--- src/design/panel_macros.svh ---
/*
 * panel tester parameters
 * bus widths, channel counts and gate timing constants
 */
`ifndef PANEL_MACROS_SVH
`define PANEL_MACROS_SVH

// --------------------------------------------------
// host bus
// --------------------------------------------------
`define PANEL_DATA_W        32      // apb data width
`define PANEL_ADDR_W        8       // apb address width

// --------------------------------------------------
// power rails and gate timing
// --------------------------------------------------
`define PANEL_RAILS         6       // p14v n14v gvddp gvddn vgh vgl
`define PANEL_POWER_STEP    16      // cycles between rail enables
`define PANEL_LINE_CYCLES   32      // clocks per gate line
`define PANEL_FRAME_LINES   16      // lines per frame
`define PANEL_CKV_PHASES    4       // vertical clock phases

// --------------------------------------------------
// level dacs and analog switches
// --------------------------------------------------
`define PANEL_DAC_NUM       4
`define PANEL_DAC_W         8
`define PANEL_MUX_CH        7       // stv, ckv x4, dir, grst

`endif

--- src/design/panel_regs_pkg.sv ---
/*
 * panel tester register map
 * apb addresses, the two decodes of a write word and the status layout
 */
`include "panel_macros.svh"

package panel_regs_pkg;

    localparam logic [`PANEL_ADDR_W-1:0] CTRL_ADDR   = 'h00;
    localparam logic [`PANEL_ADDR_W-1:0] DAC_ADDR    = 'h04;
    localparam logic [`PANEL_ADDR_W-1:0] STATUS_ADDR = 'h08;

    // control view of a write word
    typedef struct packed {
        logic [`PANEL_DATA_W-4:0] rsvd;
        logic                     right_off;  // blank right-side ckv
        logic                     scan_dir;   // 1 = top to bottom
        logic                     enable;     // start power-up
    } ctrl_word_t;

    // dac view of a write word
    typedef struct packed {
        logic [`PANEL_DATA_W-13:0] rsvd;
        logic [1:0]                channel;   // which dac
        logic [1:0]                reg_addr;  // dac internal register
        logic [`PANEL_DAC_W-1:0]   level;
    } dac_word_t;

    typedef union packed {
        ctrl_word_t ctrl;
        dac_word_t  dac;
    } apb_word_u;

    typedef struct packed {
        logic [`PANEL_DATA_W-3:0] rsvd;
        logic                     dac_busy;
        logic                     power_good;
    } status_t;

endpackage

--- src/design/panel_timing_pkg.sv ---
/*
 * gate timing switch codes
 * code type and channel slots of the registered timing outputs
 */
package panel_timing_pkg;

    // {first signal, second signal} of a pair
    typedef logic [1:0] mux_code_t;

    // --------------------------------------------------
    // channel slots
    // --------------------------------------------------
    localparam int CH_STV  = 0;
    localparam int CH_CKV0 = 1;   // ckv phase k sits at CH_CKV0 + k
    localparam int CH_CKV1 = 2;
    localparam int CH_CKV2 = 3;
    localparam int CH_CKV3 = 4;
    localparam int CH_DIR  = 5;   // u2d / d2u
    localparam int CH_GRST = 6;

endpackage

--- src/design/panel_ctrl.sv ---
/*
 * panel control
 * apb register file, dac command decode and the supply rail sequencer
 */
`timescale 1ns/1ps
`include "panel_macros.svh"

module panel_ctrl (
    input  logic                     clk,
    input  logic                     reset,
    input  logic [`PANEL_ADDR_W-1:0] paddr,
    input  logic                     psel,
    input  logic                     penable,
    input  logic                     pwrite,
    input  logic [`PANEL_DATA_W-1:0] pwdata,
    output logic [`PANEL_DATA_W-1:0] prdata,
    output logic                     pready,
    output logic                     pslverr,
    input  logic                     dac_busy,
    output logic                     dac_req,
    output logic [1:0]               dac_channel,
    output logic [1:0]               dac_addr,
    output logic [`PANEL_DAC_W-1:0]  dac_level,
    output logic [`PANEL_RAILS-1:0]  rail_en,
    output logic                     power_good,
    output logic                     scan_dir,
    output logic                     right_off
);

    localparam int STEP_W = $clog2(`PANEL_POWER_STEP);
    localparam int IDX_W  = $clog2(`PANEL_RAILS + 1);

    panel_regs_pkg::apb_word_u  wr_word;
    panel_regs_pkg::ctrl_word_t ctrl_q;
    panel_regs_pkg::status_t    status;
    logic                       access;
    logic                       dac_sel;
    logic                       ctrl_wr;
    logic                       en_next;
    logic [STEP_W-1:0]          step_cnt;
    logic [IDX_W-1:0]           rail_idx;

    // --------------------------------------------------
    // apb decode
    // --------------------------------------------------
    assign wr_word = pwdata;
    assign access  = psel && penable;
    assign dac_sel = (paddr == panel_regs_pkg::DAC_ADDR);
    assign ctrl_wr = access && pwrite && (paddr == panel_regs_pkg::CTRL_ADDR);
    assign pready  = !(psel && pwrite && dac_sel && dac_busy);   // wait on busy loader
    assign pslverr = access && !(paddr inside {panel_regs_pkg::CTRL_ADDR,
                                               panel_regs_pkg::DAC_ADDR,
                                               panel_regs_pkg::STATUS_ADDR});

    always_ff @(posedge clk) begin
        if (reset) begin
            ctrl_q <= '0;
        end else if (ctrl_wr) begin
            ctrl_q <= wr_word.ctrl;   // whole word kept for read-back
        end
    end

    always_ff @(posedge clk) begin
        if (reset) begin
            dac_req <= 1'b0;
        end else begin
            dac_req <= access && pwrite && dac_sel && !dac_busy;
        end
    end

    always_ff @(posedge clk) begin
        if (access && pwrite && dac_sel && !dac_busy) begin
            dac_channel <= wr_word.dac.channel;
            dac_addr    <= wr_word.dac.reg_addr;
            dac_level   <= wr_word.dac.level;
        end
    end

    always_comb begin
        status            = '0;
        status.power_good = power_good;
        status.dac_busy   = dac_busy;
        case (paddr)
            panel_regs_pkg::CTRL_ADDR:   prdata = ctrl_q;
            panel_regs_pkg::STATUS_ADDR: prdata = status;
            default:                     prdata = '0;
        endcase
    end

    // --------------------------------------------------
    // rail sequencer
    // --------------------------------------------------
    // the new enable value takes effect at the write edge itself
    assign en_next = ctrl_wr ? wr_word.ctrl.enable : ctrl_q.enable;

    always_ff @(posedge clk) begin
        if (reset || !en_next) begin
            rail_en  <= '0;
            rail_idx <= '0;
            step_cnt <= '0;
        end else if (rail_idx < IDX_W'(`PANEL_RAILS)) begin
            if (rail_idx == '0 || step_cnt == STEP_W'(`PANEL_POWER_STEP - 1)) begin
                rail_en[rail_idx] <= 1'b1;
                rail_idx          <= rail_idx + 1'b1;
                step_cnt          <= '0;
            end else begin
                step_cnt <= step_cnt + 1'b1;
            end
        end
    end

    assign power_good = rail_en[`PANEL_RAILS-1];   // last rail up
    assign scan_dir   = ctrl_q.scan_dir;
    assign right_off  = ctrl_q.right_off;

    a_rails_in_order : assert property (@(posedge clk) disable iff (reset)
        (rail_en & (rail_en + 1'b1)) == '0);

    a_req_when_idle : assert property (@(posedge clk) disable iff (reset)
        dac_req |-> !dac_busy);

endmodule

--- src/design/gate_timing_gen.sv ---
/*
 * gate timing generator
 * line and frame counters, four-phase ckv and registered switch codes
 */
`timescale 1ns/1ps
`include "panel_macros.svh"

module gate_timing_gen (
    input  logic                      clk,
    input  logic                      reset,
    input  logic                      timing_run,
    input  logic                      scan_dir,
    input  logic                      right_off,
    output panel_timing_pkg::mux_code_t mux_code [`PANEL_MUX_CH]
);

    localparam int CYC_W  = $clog2(`PANEL_LINE_CYCLES);
    localparam int LINE_W = $clog2(`PANEL_FRAME_LINES);
    localparam int PH_W   = $clog2(`PANEL_CKV_PHASES);

    logic [CYC_W-1:0]             cyc_cnt;
    logic [LINE_W-1:0]            line_cnt;
    logic [PH_W-1:0]              phase;
    logic                         stv;
    logic [`PANEL_CKV_PHASES-1:0] ckv_l;
    logic [`PANEL_CKV_PHASES-1:0] ckv_r;
    logic                         u2d;
    logic                         d2u;
    logic                         grst;

    // --------------------------------------------------
    // line and frame counters
    // --------------------------------------------------
    always_ff @(posedge clk) begin
        if (reset || !timing_run) begin
            cyc_cnt  <= '0;
            line_cnt <= '0;
        end else if (cyc_cnt == CYC_W'(`PANEL_LINE_CYCLES - 1)) begin
            cyc_cnt <= '0;
            if (line_cnt == LINE_W'(`PANEL_FRAME_LINES - 1)) begin
                line_cnt <= '0;   // next frame
            end else begin
                line_cnt <= line_cnt + 1'b1;
            end
        end else begin
            cyc_cnt <= cyc_cnt + 1'b1;
        end
    end

    assign phase = line_cnt[PH_W-1:0];
    assign stv   = timing_run && (line_cnt == '0);
    assign u2d   = scan_dir;
    assign d2u   = !scan_dir;
    assign grst  = !timing_run;   // panel held in reset while idle

    for (genvar k = 0; k < `PANEL_CKV_PHASES; k++) begin : g_ckv
        // bottom-to-top runs the phases in reverse
        assign ckv_l[k] = timing_run &&
                          (phase == (scan_dir ? PH_W'(k) : PH_W'(`PANEL_CKV_PHASES - 1 - k)));
        assign ckv_r[k] = ckv_l[k] && !right_off;
    end

    // --------------------------------------------------
    // switch codes, one register stage
    // --------------------------------------------------
    always_ff @(posedge clk) begin
        mux_code[panel_timing_pkg::CH_STV] <= {stv, stv};
        for (int k = 0; k < `PANEL_CKV_PHASES; k++) begin
            mux_code[panel_timing_pkg::CH_CKV0 + k] <= {ckv_l[k], ckv_r[k]};
        end
        mux_code[panel_timing_pkg::CH_DIR]  <= {u2d, d2u};
        mux_code[panel_timing_pkg::CH_GRST] <= {grst, grst};
    end

    a_one_ckv_phase : assert property (@(posedge clk) disable iff (reset)
        timing_run |-> $onehot(ckv_l));

endmodule

--- src/design/dac_loader.sv ---
/*
 * dac loader
 * turns one dac request into address, data and write-strobe cycles
 */
`timescale 1ns/1ps
`include "panel_macros.svh"

module dac_loader (
    input  logic                    clk,
    input  logic                    reset,
    input  logic                    req,
    input  logic [1:0]              channel,
    input  logic [1:0]              addr,
    input  logic [`PANEL_DAC_W-1:0] level,
    output logic                    busy,
    output logic [`PANEL_DAC_NUM-1:0] da_wr,
    output logic [1:0]              da_a   [`PANEL_DAC_NUM],
    output logic [`PANEL_DAC_W-1:0] da_din [`PANEL_DAC_NUM]
);

    typedef enum logic [1:0] {IDLE, SETUP, STROBE, HOLD} state_t;

    state_t     state;
    logic [1:0] ch_q;   // channel of the write in flight

    always_ff @(posedge clk) begin
        if (reset) begin
            state <= IDLE;
        end else begin
            case (state)
                IDLE:    if (req) state <= SETUP;
                SETUP:   state <= STROBE;
                STROBE:  state <= HOLD;
                default: state <= IDLE;
            endcase
        end
    end

    // other channels keep their last address and level
    always_ff @(posedge clk) begin
        if (state == IDLE && req) begin
            ch_q            <= channel;
            da_a[channel]   <= addr;
            da_din[channel] <= level;
        end
    end

    always_ff @(posedge clk) begin
        if (reset) begin
            da_wr <= '0;
        end else begin
            da_wr <= '0;
            if (state == SETUP) begin
                da_wr[ch_q] <= 1'b1;   // high during the middle cycle
            end
        end
    end

    assign busy = (state != IDLE);

    a_single_strobe : assert property (@(posedge clk) disable iff (reset)
        $onehot0(da_wr));

endmodule

--- src/design/panel_tester_top.sv ---
/*
 * panel tester top
 * apb control, gate timing and dac loading for a gate-driver test board
 */
`timescale 1ns/1ps
`include "panel_macros.svh"

module panel_tester_top (
    input  logic                        clk,
    input  logic                        reset,
    input  logic [`PANEL_ADDR_W-1:0]    paddr,
    input  logic                        psel,
    input  logic                        penable,
    input  logic                        pwrite,
    input  logic [`PANEL_DATA_W-1:0]    pwdata,
    output logic [`PANEL_DATA_W-1:0]    prdata,
    output logic                        pready,
    output logic                        pslverr,
    output logic                        en_p14v,
    output logic                        en_n14v,
    output logic                        en_gvddp,
    output logic                        en_gvddn,
    output logic                        en_vgh,
    output logic                        en_vgl,
    output panel_timing_pkg::mux_code_t mux_code [`PANEL_MUX_CH],
    output logic [`PANEL_DAC_NUM-1:0]   da_wr,
    output logic [1:0]                  da_a   [`PANEL_DAC_NUM],
    output logic [`PANEL_DAC_W-1:0]     da_din [`PANEL_DAC_NUM]
);

    logic                    dac_req;
    logic                    dac_busy;
    logic [1:0]              dac_channel;
    logic [1:0]              dac_addr;
    logic [`PANEL_DAC_W-1:0] dac_level;
    logic [`PANEL_RAILS-1:0] rail_en;
    logic                    power_good;
    logic                    scan_dir;
    logic                    right_off;

    // rails in power-up order
    assign en_p14v  = rail_en[0];
    assign en_n14v  = rail_en[1];
    assign en_gvddp = rail_en[2];
    assign en_gvddn = rail_en[3];
    assign en_vgh   = rail_en[4];
    assign en_vgl   = rail_en[5];

    panel_ctrl u_panel_ctrl (
        .clk(clk), .reset(reset),
        .paddr(paddr), .psel(psel), .penable(penable), .pwrite(pwrite),
        .pwdata(pwdata), .prdata(prdata), .pready(pready), .pslverr(pslverr),
        .dac_busy(dac_busy), .dac_req(dac_req), .dac_channel(dac_channel),
        .dac_addr(dac_addr), .dac_level(dac_level),
        .rail_en(rail_en), .power_good(power_good),
        .scan_dir(scan_dir), .right_off(right_off)
    );

    gate_timing_gen u_gate_timing_gen (
        .clk(clk), .reset(reset),
        .timing_run(power_good),   // timing starts once all rails are up
        .scan_dir(scan_dir), .right_off(right_off),
        .mux_code(mux_code)
    );

    dac_loader u_dac_loader (
        .clk(clk), .reset(reset),
        .req(dac_req), .channel(dac_channel), .addr(dac_addr), .level(dac_level),
        .busy(dac_busy),
        .da_wr(da_wr), .da_a(da_a), .da_din(da_din)
    );

endmodule

--- config.mk ---
export PLATFORM = sky130hd
export DESIGN_NAME = panel_tester_top
export DESIGN_NICKNAME = d
export VERILOG_FILES = /design/src/design/panel_regs_pkg.sv /design/src/design/panel_timing_pkg.sv /design/src/design/panel_ctrl.sv /design/src/design/gate_timing_gen.sv /design/src/design/dac_loader.sv /design/src/design/panel_tester_top.sv
export VERILOG_INCLUDE_DIRS = /design/src /design/src/design
export SDC_FILE = /design/constraint.sdc
export NUM_CORES = 1
export LEC_CHECK = 0
export ABC_CLOCK_PERIOD_IN_PS = 5600
export BUFFER_PORTS_ARGS = -buffer_cell sky130_fd_sc_hd__buf_2
export CORE_UTILIZATION = 30
export CTS_CLUSTER_SIZE = 30
export DETAILED_ROUTE_END_ITERATION = 16
export SLEW_MARGIN = 20
export SYNTH_ARGS = -nofsm -noshare
export SYNTH_HDL_FRONTEND = slang
export SYNTH_HIERARCHICAL = 1
export SYNTH_SLANG_ARGS = --single-unit
export TNS_END_PERCENT = 30
--- constraint.sdc ---
create_clock -name clk -period 5.6 [get_ports clk]
set_input_delay 0.84 -clock clk [delete_from_list [all_inputs] [get_ports clk]]
set_output_delay 0.84 -clock clk [all_outputs]
set_load 0.02 [all_outputs]
==> metrics.yaml, run 1 <==
status: "finished clean"
yosys.area.top_type: "edfxtp_1"
timing.setup.tns_ns: 0
pwr-share-clk: 0.500
setup.worst_path.start_class: "input pin"
placed_cell_area_um2: 5600
yosys_most_used_dff: "dfxtp_1"
synth_nets: 475
numPortBuffers: 142
wirelength_um: 10600
detail_route.first_pass.iterations: 6
total_switching_power_mw: 0.460
dr_total_vias: 3502
required_ns: 4.76
critPathMaxStageDelay_ns: 0.76
antenna_left: 0
grt_max_degree: 43
cts.hold.buffers_added: 0
design_power_total_mw: 2.05
switching_share: 0.224
period_share: 0.717
cts.clk_slew.worst_paths_ns: 0.06
route.detailed.wl_per_inst_um: 13.5
vias_in_the_first_global_route: 3199
internal-power_mw: 1.59
detailedRoute.firstIterationViolations: 213
max_slew_margin: 0.329
cts-resized-gates: 0
drive_above_1_share: 0.335
synth_enable_flop_cells: 54
post-synth-top-area-fraction: 0.343
finalClockSkew_ns: 0.00917
global_route_overflow: 0
synth.distinct_cells: 47
die-height_um: 128
die_area_um2: 16300
netlist_area_um2: 4730
asyncSetResetFlopFracSynth: 0
critical_path_peak_fanout: 30
synth_seq_area_share: 0.652
tritoncts: "yes"
synth_warnings: 6
fillCellCount: 1511
wire_length_of_the_first_global_routing_pass_um: 16300
area_growth_pct: 30.4
numClockSinks: 127
place_congestion: 0.795
power.sequential.fraction: 0.471
hpwlAfterDp_um: 7420
fin_nets: 615
drv_slew: 0
cts-buffers-inserted: 17
chipWidth_um: 128
clk_latency_ns: 0.42
timing_worst_setup_path_type: "input pin to output pin"
syn-instance-count: 420
synth_area_leaders: "edfxtp_1, dfxtp_1, nand2_1"
crit_chain: "buf_2 -> or4_4 -> or4_1 -> nor2_2 -> and2_1 -> buf_2"
htree_num_levels: 4
cp.buffers_inverters: 2
finalSetupViolCount: 0
cp_top_family: "simple AND/OR/NAND/NOR gates"
max_freq_ghz: 0.249
timing.hold.worst.class: "flip-flop to flip-flop"
initial_utilization: 0.309
ys_seq_elements: 127
slowest_stage: "nor2_2"
clk_root_buffer_cell: "clkbuf_16"
antenna_cells: 0
floorplan.io_pins: 143
design.core.area_um2: 15300
worstMarginPinSlew_ns: 1.00
final_min_period_ns: 4.02
maxCapViolCount: 0
antenna_violations_before_repair: 1
vdd_ir_drop_max_mv: 0.275
post-route-drc-count: 0
detail_route.vias_per_cell: 4.47
worst_setup_path_end_kind: "output pin"
crit_top_cell: "buf_2"
grt_usage: 0.134
post-cts-setup-buffers: 0
crit_arrival_ns: 3.18
final_hold_viol_count: 0
grt_setup_unrepaired: "no"
final_cell_area_um2: 6170
post_synth.cell_area_avg_um2: 11.3
clock_path_buffers: 2
cellLeakagePower_nw: 2.45
floorplan.rows: 45
power_density_nw_per_um2: 332
comb_power_share: 0.028
==> Yosys cell counts (2+ instances only) <==
cell,instances
nand2_1,72
a31oi_1,7
nor3_1,5
nor3b_2,2
nor4_1,2
edfxtp_1,54
o21ai_1,2
nor4bb_1,2
ha_1,10
buf_4,3
xor2_1,2
or4_1,3
dfxtp_1,73
nor3_2,3
inv_1,12
nor2_1,22
nand3_1,16
clkbuf_2,3
nand2b_1,4
nor2b_1,3
clkbuf_1,11
and2_1,30
a21oi_1,48
buf_6,4
and3_1,2
mux2i_1,4
==> layer usage <==
layer | track usage | routed length [µm]
met5 | 0 | 10
met3 | 0.0523 | 601
met4 | 0.0512 | 155
met1 | 0.159 | 4640
met2 | 0.220 | 5190
==> path summary, 6_finish.rpt <==
kind	from	endpoint	slack [ns]	cells past startpoint
max	paddr[1]	prdata[3]	1.58	6
min	u_panel_ctrl/ctrl_q[27]$_SDFFE_PP0P_	u_panel_ctrl/ctrl_q[27]$_SDFFE_PP0P_	0.45	2
max reg2reg	u_dac_loader/state[1]$_SDFFE_PP0P_	u_panel_ctrl/dac_level[6]$_DFFE_PP_	3.62	4
min reg2reg	u_panel_ctrl/ctrl_q[27]$_SDFFE_PP0P_	u_panel_ctrl/ctrl_q[27]$_SDFFE_PP0P_	0.45	2
==> final cells by class <==
type / count / area (µm²) / share of cell area
flip-flops and latches: 127 / 3080 / 0.500
multi-input cells: 257 / 1490 / 0.242
repair buffers: 143 / 718 / 0.116
clock buffers: 19 / 454 / 0.0736
well taps: 211 / 264 / 0.0428
clock inverters: 13 / 105 / 0.0170
inverters: 14 / 53.8 / 0.00872
==> stage by stage <==
stage           util  instances  setup WS, ns  hold WS (ns)
2_1_floorplan      -        420          2.35         0.425
3_3_place_gp   0.366        752          1.60         0.436
3_5_place_dp   0.366        752          1.52         0.441
4_1_cts        0.402        784          1.54         0.447
5_1_grt        0.403        784          1.42         0.468
6_report       0.403        784          1.58         0.449
==> kinds of logic after synthesis <==
logic type	after synthesis	synth area share
buf+inv	36	0.0383
xor+xnor	3	0.00555
compound gates	64	0.0754
simple gates	176	0.194
fa+ha+maj	10	0.0264
flops	127	0.652
mux	4	0.00846
==> flip-flops by register name, indices dropped and copies added (netlist names) <==
| signal | count |
|---|---|
| u_panel_ctrl/dac_req | 1 |
| u_panel_ctrl/rail_en | 6 |
| u_panel_ctrl/rail_idx | 3 |
| u_gate_timing_gen/cyc_cnt | 5 |
| u_panel_ctrl/dac_addr | 2 |
| u_dac_loader/da_a | 8 |
| u_dac_loader/da_wr | 4 |
| u_dac_loader/ch_q | 2 |
| u_panel_ctrl/ctrl_q | 30 |
| u_gate_timing_gen/mux_code | 12 |
| u_panel_ctrl/right_off | 1 |
| u_panel_ctrl/scan_dir | 1 |
| u_gate_timing_gen/line_cnt | 4 |
| u_panel_ctrl/dac_level | 8 |
| u_panel_ctrl/step_cnt | 4 |
| u_panel_ctrl/dac_channel | 2 |
| u_dac_loader/state | 2 |
| u_dac_loader/da_din | 32 |
==> tightest hold or removal path, stage by stage (launching register included) <==
cell,delay (ns)
dfxtp_1,0.31
nand2_1,0.05
a21oi_1,0.05
==> layout by cell type (no fill, tap or decap), types with 2 or more instances in the layout <==
| cell | count |
|---|---|
| and3_1 | 2 |
| xor2_1 | 2 |
| o21ai_1 | 2 |
| ha_1 | 10 |
| nor4_1 | 2 |
| nand3_1 | 16 |
| clkinv_2 | 4 |
| and2_1 | 30 |
| dfxtp_1 | 73 |
| nor3_1 | 2 |
| nor3b_2 | 2 |
| clkinv_4 | 3 |
| edfxtp_1 | 54 |
| inv_8 | 2 |
| a21oi_1 | 48 |
| nor2_1 | 21 |
| buf_2 | 142 |
| mux2i_1 | 3 |
| inv_1 | 12 |
| nor4bb_1 | 2 |
| clkbuf_16 | 18 |
| nand2_1 | 72 |
| a31oi_1 | 7 |
| nor3_2 | 6 |
| clkinvlp_4 | 2 |
| nor2b_1 | 3 |
| nand2b_1 | 4 |
| or4_1 | 2 |
| inv_6 | 3 |
==> power groups by stage <==
stage               clock network [mW]  registers (mW)  logic (mW)
finish                            1.03           0.966      0.0579
global route                      1.09           0.966      0.0646
CTS                               1.05           0.966      0.0586
detailed placement                   0           0.985      0.0587
global placement                     0           0.985      0.0571
floorplan                            0           0.986      0.0285
Note: power is estimated with default switching activity, not from simulation.
==> run 2: changes to the inputs <==
- ABC_AREA: unset -> 1
- ABC_CLOCK_PERIOD_IN_PS: 5600 -> 3800
- clock period: 5.6 -> 3.8 ns (I/O delays scaled with it)
==> metrics.yaml, run 2 <==
placed_cell_area_um2: 5800  # was 5600 µm²
busiest_metal_layer_after_global_routing: "met2"  # unchanged
clk_root_buffer_cell: "clkbuf_16"  # unchanged
r2r_start: "u_dac_loader/state[0]$_SDFFE_PP0P_"  # was u_dac_loader/state[1]$_SDFFE_PP0P_
post-route-drc-count: 0  # unchanged
route.detailed.wl_per_inst_um: 12.0  # was 13.5 µm
grt_util_met3: 0.0409  # was 0.0523
maxCapViolCount: 0  # unchanged
ys_seq_elements: 127  # unchanged
synth_seq_area_share: 0.633  # was 0.652
cts.hold.buffers_added: 0  # unchanged
setup.worst_path.start_class: "input pin"  # unchanged
max_freq_ghz: 0.389
slowest_stage: "inv_1"  # was nor2_2
antenna_violations_before_repair: 0  # was 1
drv_slew: 0  # unchanged
r2r_end: "u_panel_ctrl/dac_channel[1]$_DFFE_PP_"  # was u_panel_ctrl/dac_level[6]$_DFFE_PP_
final_hold_viol_count: 0  # unchanged
hpwlAfterDp_um: 7310  # was 7420 µm
design.core.area_um2: 15900  # was 15,300 µm²
crit_chain: "buf_2 -> nor2_1 -> nand2_1 -> nor2_4 -> inv_1 -> nand3_1 -> nor2_1 -> buf_2"  # was buf_2 -> or4_4 -> or4_1 -> nor2_2 -> and2_1 -> buf_2
critical_path_peak_fanout: 32  # was 30
worst_setup_path_startpoint: "paddr[7]"  # was paddr[1]
final_cell_area_um2: 6430  # was 6170 µm²
groute.layer.met2.usage: 0.213  # was 0.220
status: "finished clean"  # unchanged
cellLeakagePower_nw: 2.63  # was 2.45 nW
detail_route.first_pass.iterations: 4  # was 6
power_density_nw_per_um2: 501  # was 332 nW/µm²
synth_enable_flop_cells: 54  # unchanged
netlist_area_um2: 4870  # was 4730 µm²
chipWidth_um: 129  # was 128 µm
synth_area_leaders: "edfxtp_1, dfxtp_1, nand2_1"  # unchanged
finalWorstSetupSlack_ns: 1.23  # was 1.58 ns
dr_total_vias: 3674  # was 3,502
hold_path_depth: 1  # was 2
timing_worst_setup_path_type: "input pin to output pin"  # unchanged
worst_setup_path_end_kind: "output pin"  # unchanged
largest_registers: "u_dac_loader/da_din: 32 flops, u_panel_ctrl/ctrl_q: 30 flops, u_gate_timing_gen/mux_code: 12 flops"  # unchanged
crit_arrival_ns: 2.00  # was 3.18 ns
design_power_total_mw: 3.22  # was 2.05 mW
wire_length_of_the_first_global_routing_pass_um: 16700  # was 16,300 µm
die_area_um2: 16700  # was 16,300 µm²
vias_in_the_first_global_route: 3377  # was 3,199
yosys.area.top_type: "edfxtp_1"  # unchanged
die-height_um: 129  # was 128 µm
timing.hold.worst.class: "input pin to flip-flop"  # was flip-flop to flip-flop
clk_latency_ns: 0.41  # was 0.42 ns
final_min_period_ns: 2.57
hold_path_startpoint: "pwdata[5]"  # was u_panel_ctrl/ctrl_q[27]$_SDFFE_PP0P_
dpl_worst_slack_ns: 1.18  # was 1.52 ns
grt_setup_unrepaired: "no"  # unchanged
cts-resized-gates: 0  # unchanged
wirelength_um: 10600  # about the same
synthTopCellsByCount: "nand2_1, dfxtp_1, inv_1"  # was dfxtp_1, nand2_1, edfxtp_1
tritoncts: "yes"  # unchanged
detail_route.vias_per_cell: 4.17  # was 4.47
synth_nets: 558  # was 475
required_ns: 3.23  # was 4.76 ns
detailedRoute.firstIterationViolations: 155  # was 213
clock_path_buffers: 2  # unchanged
synth_warnings: 6  # unchanged
period_share: 0.676
timing.setup.tns_ns: 0  # unchanged
regToRegSetupSlack_ns: 2.26  # was 3.62 ns
largest_register: "u_dac_loader/da_din"  # unchanged
critPathMaxStageDelay_ns: 0.71  # was 0.76 ns
numClockSinks: 127  # unchanged
syn-instance-count: 503  # was 420
synth.distinct_cells: 29  # was 47
vdd_ir_drop_max_mv: 0.308  # was 0.275 mV
layout_commonest_cell: "buf_2"  # unchanged
worstMarginPinSlew_ns: 1.00  # about the same
numPortBuffers: 142  # unchanged
max_slew_margin: 0.331  # was 0.329
fillCellCount: 1590  # was 1,511
htree_num_levels: 4  # unchanged
post-cts-setup-buffers: 0  # unchanged
cts-buffers-inserted: 17  # unchanged
global_route_overflow: 0  # unchanged
timing.reg2reg.worst_path_depth: 7  # was 4
place_congestion: 0.731  # was 0.795
cts.clk_slew.worst_paths_ns: 0.06  # about the same
asyncSetResetFlopFracSynth: 0  # unchanged
grt_max_degree: 36  # was 43
yosys_most_used_dff: "dfxtp_1"  # unchanged
floorplan.io_pins: 143  # unchanged
floorplan.rows: 46  # was 45
synthMostInstantiatedCell: "nand2_1"  # was dfxtp_1
most-common-layout-cells: "buf_2, nand2_1, dfxtp_1, inv_1, nor2_1"  # was buf_2, dfxtp_1, nand2_1, edfxtp_1, a21oi_1
area_growth_pct: 32.0  # was 30.4%
post-synth-top-area-fraction: 0.333  # was 0.343
hold_path_end: "u_panel_ctrl/dac_level[5]$_DFFE_PP_"  # was u_panel_ctrl/ctrl_q[27]$_SDFFE_PP0P_
initial_utilization: 0.306  # was 0.309
finalSetupViolCount: 0  # unchanged
drive_above_1_share: 0.307  # was 0.335
antenna_left: 0  # unchanged
globalRouteMet1Util: 0.158  # was 0.159
grt_usage: 0.132  # was 0.134
fin_nets: 706  # was 615
finalClockSkew_ns: 0.00648  # was 0.00917 ns
post_synth.cell_area_avg_um2: 9.68  # was 11.3 µm²
largest_reg_flops: 32  # unchanged
## run 2: kinds of logic after synthesis
| kind of cell | share of synthesized area |
|---|---|
| fa+ha+maj | 0.0257 |
| xor+xnor | 0.00180 |
| compound gates | 0.0545 |
| flops | 0.633 |
| buf+inv | 0.0786 |
| simple gates | 0.206 |
## run 2: through the flow
step,cells,hold WS (ns),util
2_1_floorplan,503,0.410,-
3_3_place_gp,848,0.447,0.365
3_5_place_dp,848,0.453,0.365
4_1_cts,880,0.335,0.404
5_1_grt,880,0.335,0.404
6_report,882,0.357,0.405
## run 2: layer usage
layer  vias to the layer above  part of all wire
met5                         -                 0
met4                         0             0.018
met3                        15             0.046
met2                        91              0.48
met1                      1647              0.45
li1                       1921                 -
## run 2: cell type report
class	count	area [µm²]	share of cell area
Antenna cell	2	5.00	0.000779
Clock buffer	19	433	0.0674
Clock inverter	13	189	0.0294
Inverter	75	282	0.0438
Multi-Input combinational cell	281	1400	0.218
Sequential cell	127	3080	0.480
Tap cell	216	270	0.0420
Timing Repair Buffer	149	763	0.119
## run 2: power by group
part / internal (mW) / switching, mW
Clock: 1.10 / 0.582
Combinational: 0.0402 / 0.0709
Sequential: 1.42 / 0.00368
## run 2: how the worst max path moves through the flow
stage / cells past startpoint / to
after floorplan: 6 / prdata[10]
after global placement: 8 / pslverr
after detailed placement: 8 / pslverr
after CTS: 8 / pslverr
after global routing: 8 / pslverr
final: 8 / pslverr
## run 2: worst max-delay path, delay by kind of cell
| family | cells | cell delay (ns) |
|---|---|---|
| simple gates | 5 | 0.47 |
| buf+inv | 3 | 0.95 |
==> run 3: changes to the inputs <==
- ABC_AREA: 1 -> 0
- ABC_CLOCK_PERIOD_IN_PS: 3800 -> 2300
- clock period: 3.8 -> 2.3 ns (I/O delays scaled with it)
==> metrics.yaml, run 3 (synthesis gave the netlist of run 1 again) <==
initial_utilization: 0.309  # was 0.306
place_congestion: 0.741  # was 0.731
hold_ws_ns: 0.135  # was 0.357 ns
fin_nets: 626  # was 706
clock_path_buffers: 2  # unchanged
maxCapViolCount: 0  # unchanged
finalSetupViolCount: 30  # was 0
antenna_cells: 0  # was 2
tritoncts: "yes"  # unchanged
drv_slew: 0  # unchanged
antenna_violations_before_repair: 1  # was 0
antenna_left: 0  # unchanged
post-cts-setup-buffers: 0  # unchanged
design.core.area_um2: 15300  # was 15,900 µm²
failed_checks: "negative setup slack"
floorplan.io_pins: 143  # unchanged
wire_length_of_the_first_global_routing_pass_um: 16700  # about the same
clk_root_buffer_cell: "clkbuf_16"  # unchanged
final_hold_viol_count: 0  # unchanged
final_core_util: 0.425  # was 0.405
most-common-layout-cells: "buf_2, dfxtp_1, nand2_1, edfxtp_1, a21oi_1"  # was buf_2, nand2_1, dfxtp_1, inv_1, nor2_1
floorplan.rows: 45  # was 46
timing.hold.worst.class: "input pin to flip-flop"  # unchanged
period_share: 1.03
finalWorstSetupSlack_ns: -0.0788  # was 1.23 ns
layout_commonest_cell: "buf_2"  # unchanged
numPortBuffers: 142  # unchanged
die-height_um: 128  # was 129 µm
drive_above_1_share: 0.342  # was 0.307
htree_num_levels: 4  # unchanged
numClockSinks: 127  # unchanged
cts-buffers-inserted: 17  # unchanged
status: "finished with violations"  # was finished clean
final_min_period_ns: 2.38
detail_route.vias_per_cell: 4.49  # was 4.17
finalClockSkew_ns: 0.00645  # was 0.00648 ns
max_slew_margin: 0.633  # was 0.331
crit_arrival_ns: 2.03  # was 2.00 ns
grt_usage: 0.135  # was 0.132
grt_setup_unrepaired: "yes"  # was no
detailedRoute.firstIterationViolations: 246  # was 155
max_freq_ghz: 0.420
required_ns: 1.96  # was 3.23 ns
wirelength_um: 10700  # was 10,600 µm
worst_setup_path_end_kind: "output pin"  # unchanged
vias_in_the_first_global_route: 3459  # was 3,377
power_density_nw_per_um2: 820  # was 501 nW/µm²
dr_total_vias: 3571  # was 3,674
largest_register: "u_dac_loader/da_din"  # unchanged
cellLeakagePower_nw: 2.55  # was 2.63 nW
largest_registers: "u_dac_loader/da_din: 32 flops, u_panel_ctrl/ctrl_q: 30 flops, u_gate_timing_gen/mux_code: 12 flops"  # unchanged
grt_max_degree: 32  # was 36
clk_latency_ns: 0.41  # about the same
global_route_overflow: 0  # unchanged
critical_path_peak_fanout: 30  # was 32
route.detailed.wl_per_inst_um: 13.5  # was 12.0 µm
timing.setup.tns_ns: -1.23  # was 0 ns
dpl_worst_slack_ns: -0.162  # was 1.18 ns
worstMarginPinSlew_ns: 0.551  # was 1.00 ns
cts.clk_slew.worst_paths_ns: 0.05  # was 0.06 ns
post-route-drc-count: 0  # unchanged
chipWidth_um: 128  # was 129 µm
die_area_um2: 16300  # was 16,700 µm²
detail_route.first_pass.iterations: 4  # unchanged
setup.worst_path.start_class: "input pin"  # unchanged
timing_worst_setup_path_type: "input pin to output pin"  # unchanged
area_growth_pct: 37.5  # was 32.0%
largest_reg_flops: 32  # unchanged
hpwlAfterDp_um: 7440  # was 7310 µm
vdd_ir_drop_max_mv: 0.465  # was 0.308 mV
[run 3: cell types whose count changed in the layout (fill, tap and decap cells not counted), moves of 11 or more]
cell     previous run  this run
buf_4               7        18
buf_2             142       112
nor2_1             59        21
and2_1              0        30
nand3_1            46        16
buf_6               0        21
inv_1              71        12
nor2_2             12         0
[run 3: final timing paths]
path	start	to	slack, ns	depth (start not counted)
hold reg to reg	u_panel_ctrl/ctrl_q[11]$_SDFFE_PP0P_	u_panel_ctrl/ctrl_q[11]$_SDFFE_PP0P_	0.45	2
hold / removal	pwdata[1]	u_panel_ctrl/dac_level[1]$_DFFE_PP_	0.13	1
setup reg to reg	u_panel_ctrl/rail_idx[0]$_SDFFE_PP0P_	u_panel_ctrl/step_cnt[3]$_SDFFE_PP0N_	0.45	6
setup / recovery	paddr[1]	prdata[3]	-0.08	7
[run 3: through the flow]
| stage | total power, mW | instances | instance area [µm²] |
|---|---|---|---|
| floorplan | 2.47 | 420 | 4740 |
| global placement | 2.54 | 763 | 5710 |
| detailed placement | 2.55 | 763 | 5710 |
| CTS | 5.40 | 795 | 6510 |
| global route | 5.52 | 795 | 6510 |
| finish | 5.34 | 795 | 6510 |
[run 3: timing repair]
item                                    CTS  global route
endpoints found under the setup margin   30            30
hold buffers                              0             0
gates resized for setup                  53             0
[run 3: cell type report]
type | instances | area, µm²
clock buffer | 18 | 429
clock inverter | 14 | 201
fill | 1474 | 8810
inverter | 14 | 53.8
multi-input combinational | 257 | 1480
sequential | 127 | 3080
tap | 211 | 264
timing repair buffer | 154 | 992
[run 3: power by group]
group          total (mW)  switching [mW]  internal [mW]
Clock                2.84            1.01           1.83
Combinational       0.146          0.0826         0.0632
Sequential           2.35         0.00605           2.34
Total                5.34            1.10           4.24
[run 3: layer usage]
metal | vias to the layer above | track usage | wire, µm
li1 | 1761 | - | -
met1 | 1698 | 0.153 | 4560
met2 | 97 | 0.229 | 5390
met3 | 13 | 0.0490 | 598
met4 | 2 | 0.0595 | 172
met5 | - | 0 | 11
[run 3: worst max-delay path, cell delays in order]
cell and delay [ns]:
buf_2 0.10, or4_4 0.52, or4_4 0.46, nor2_4 0.12, buf_12 0.17, and2_1 0.17, buf_4 0.15
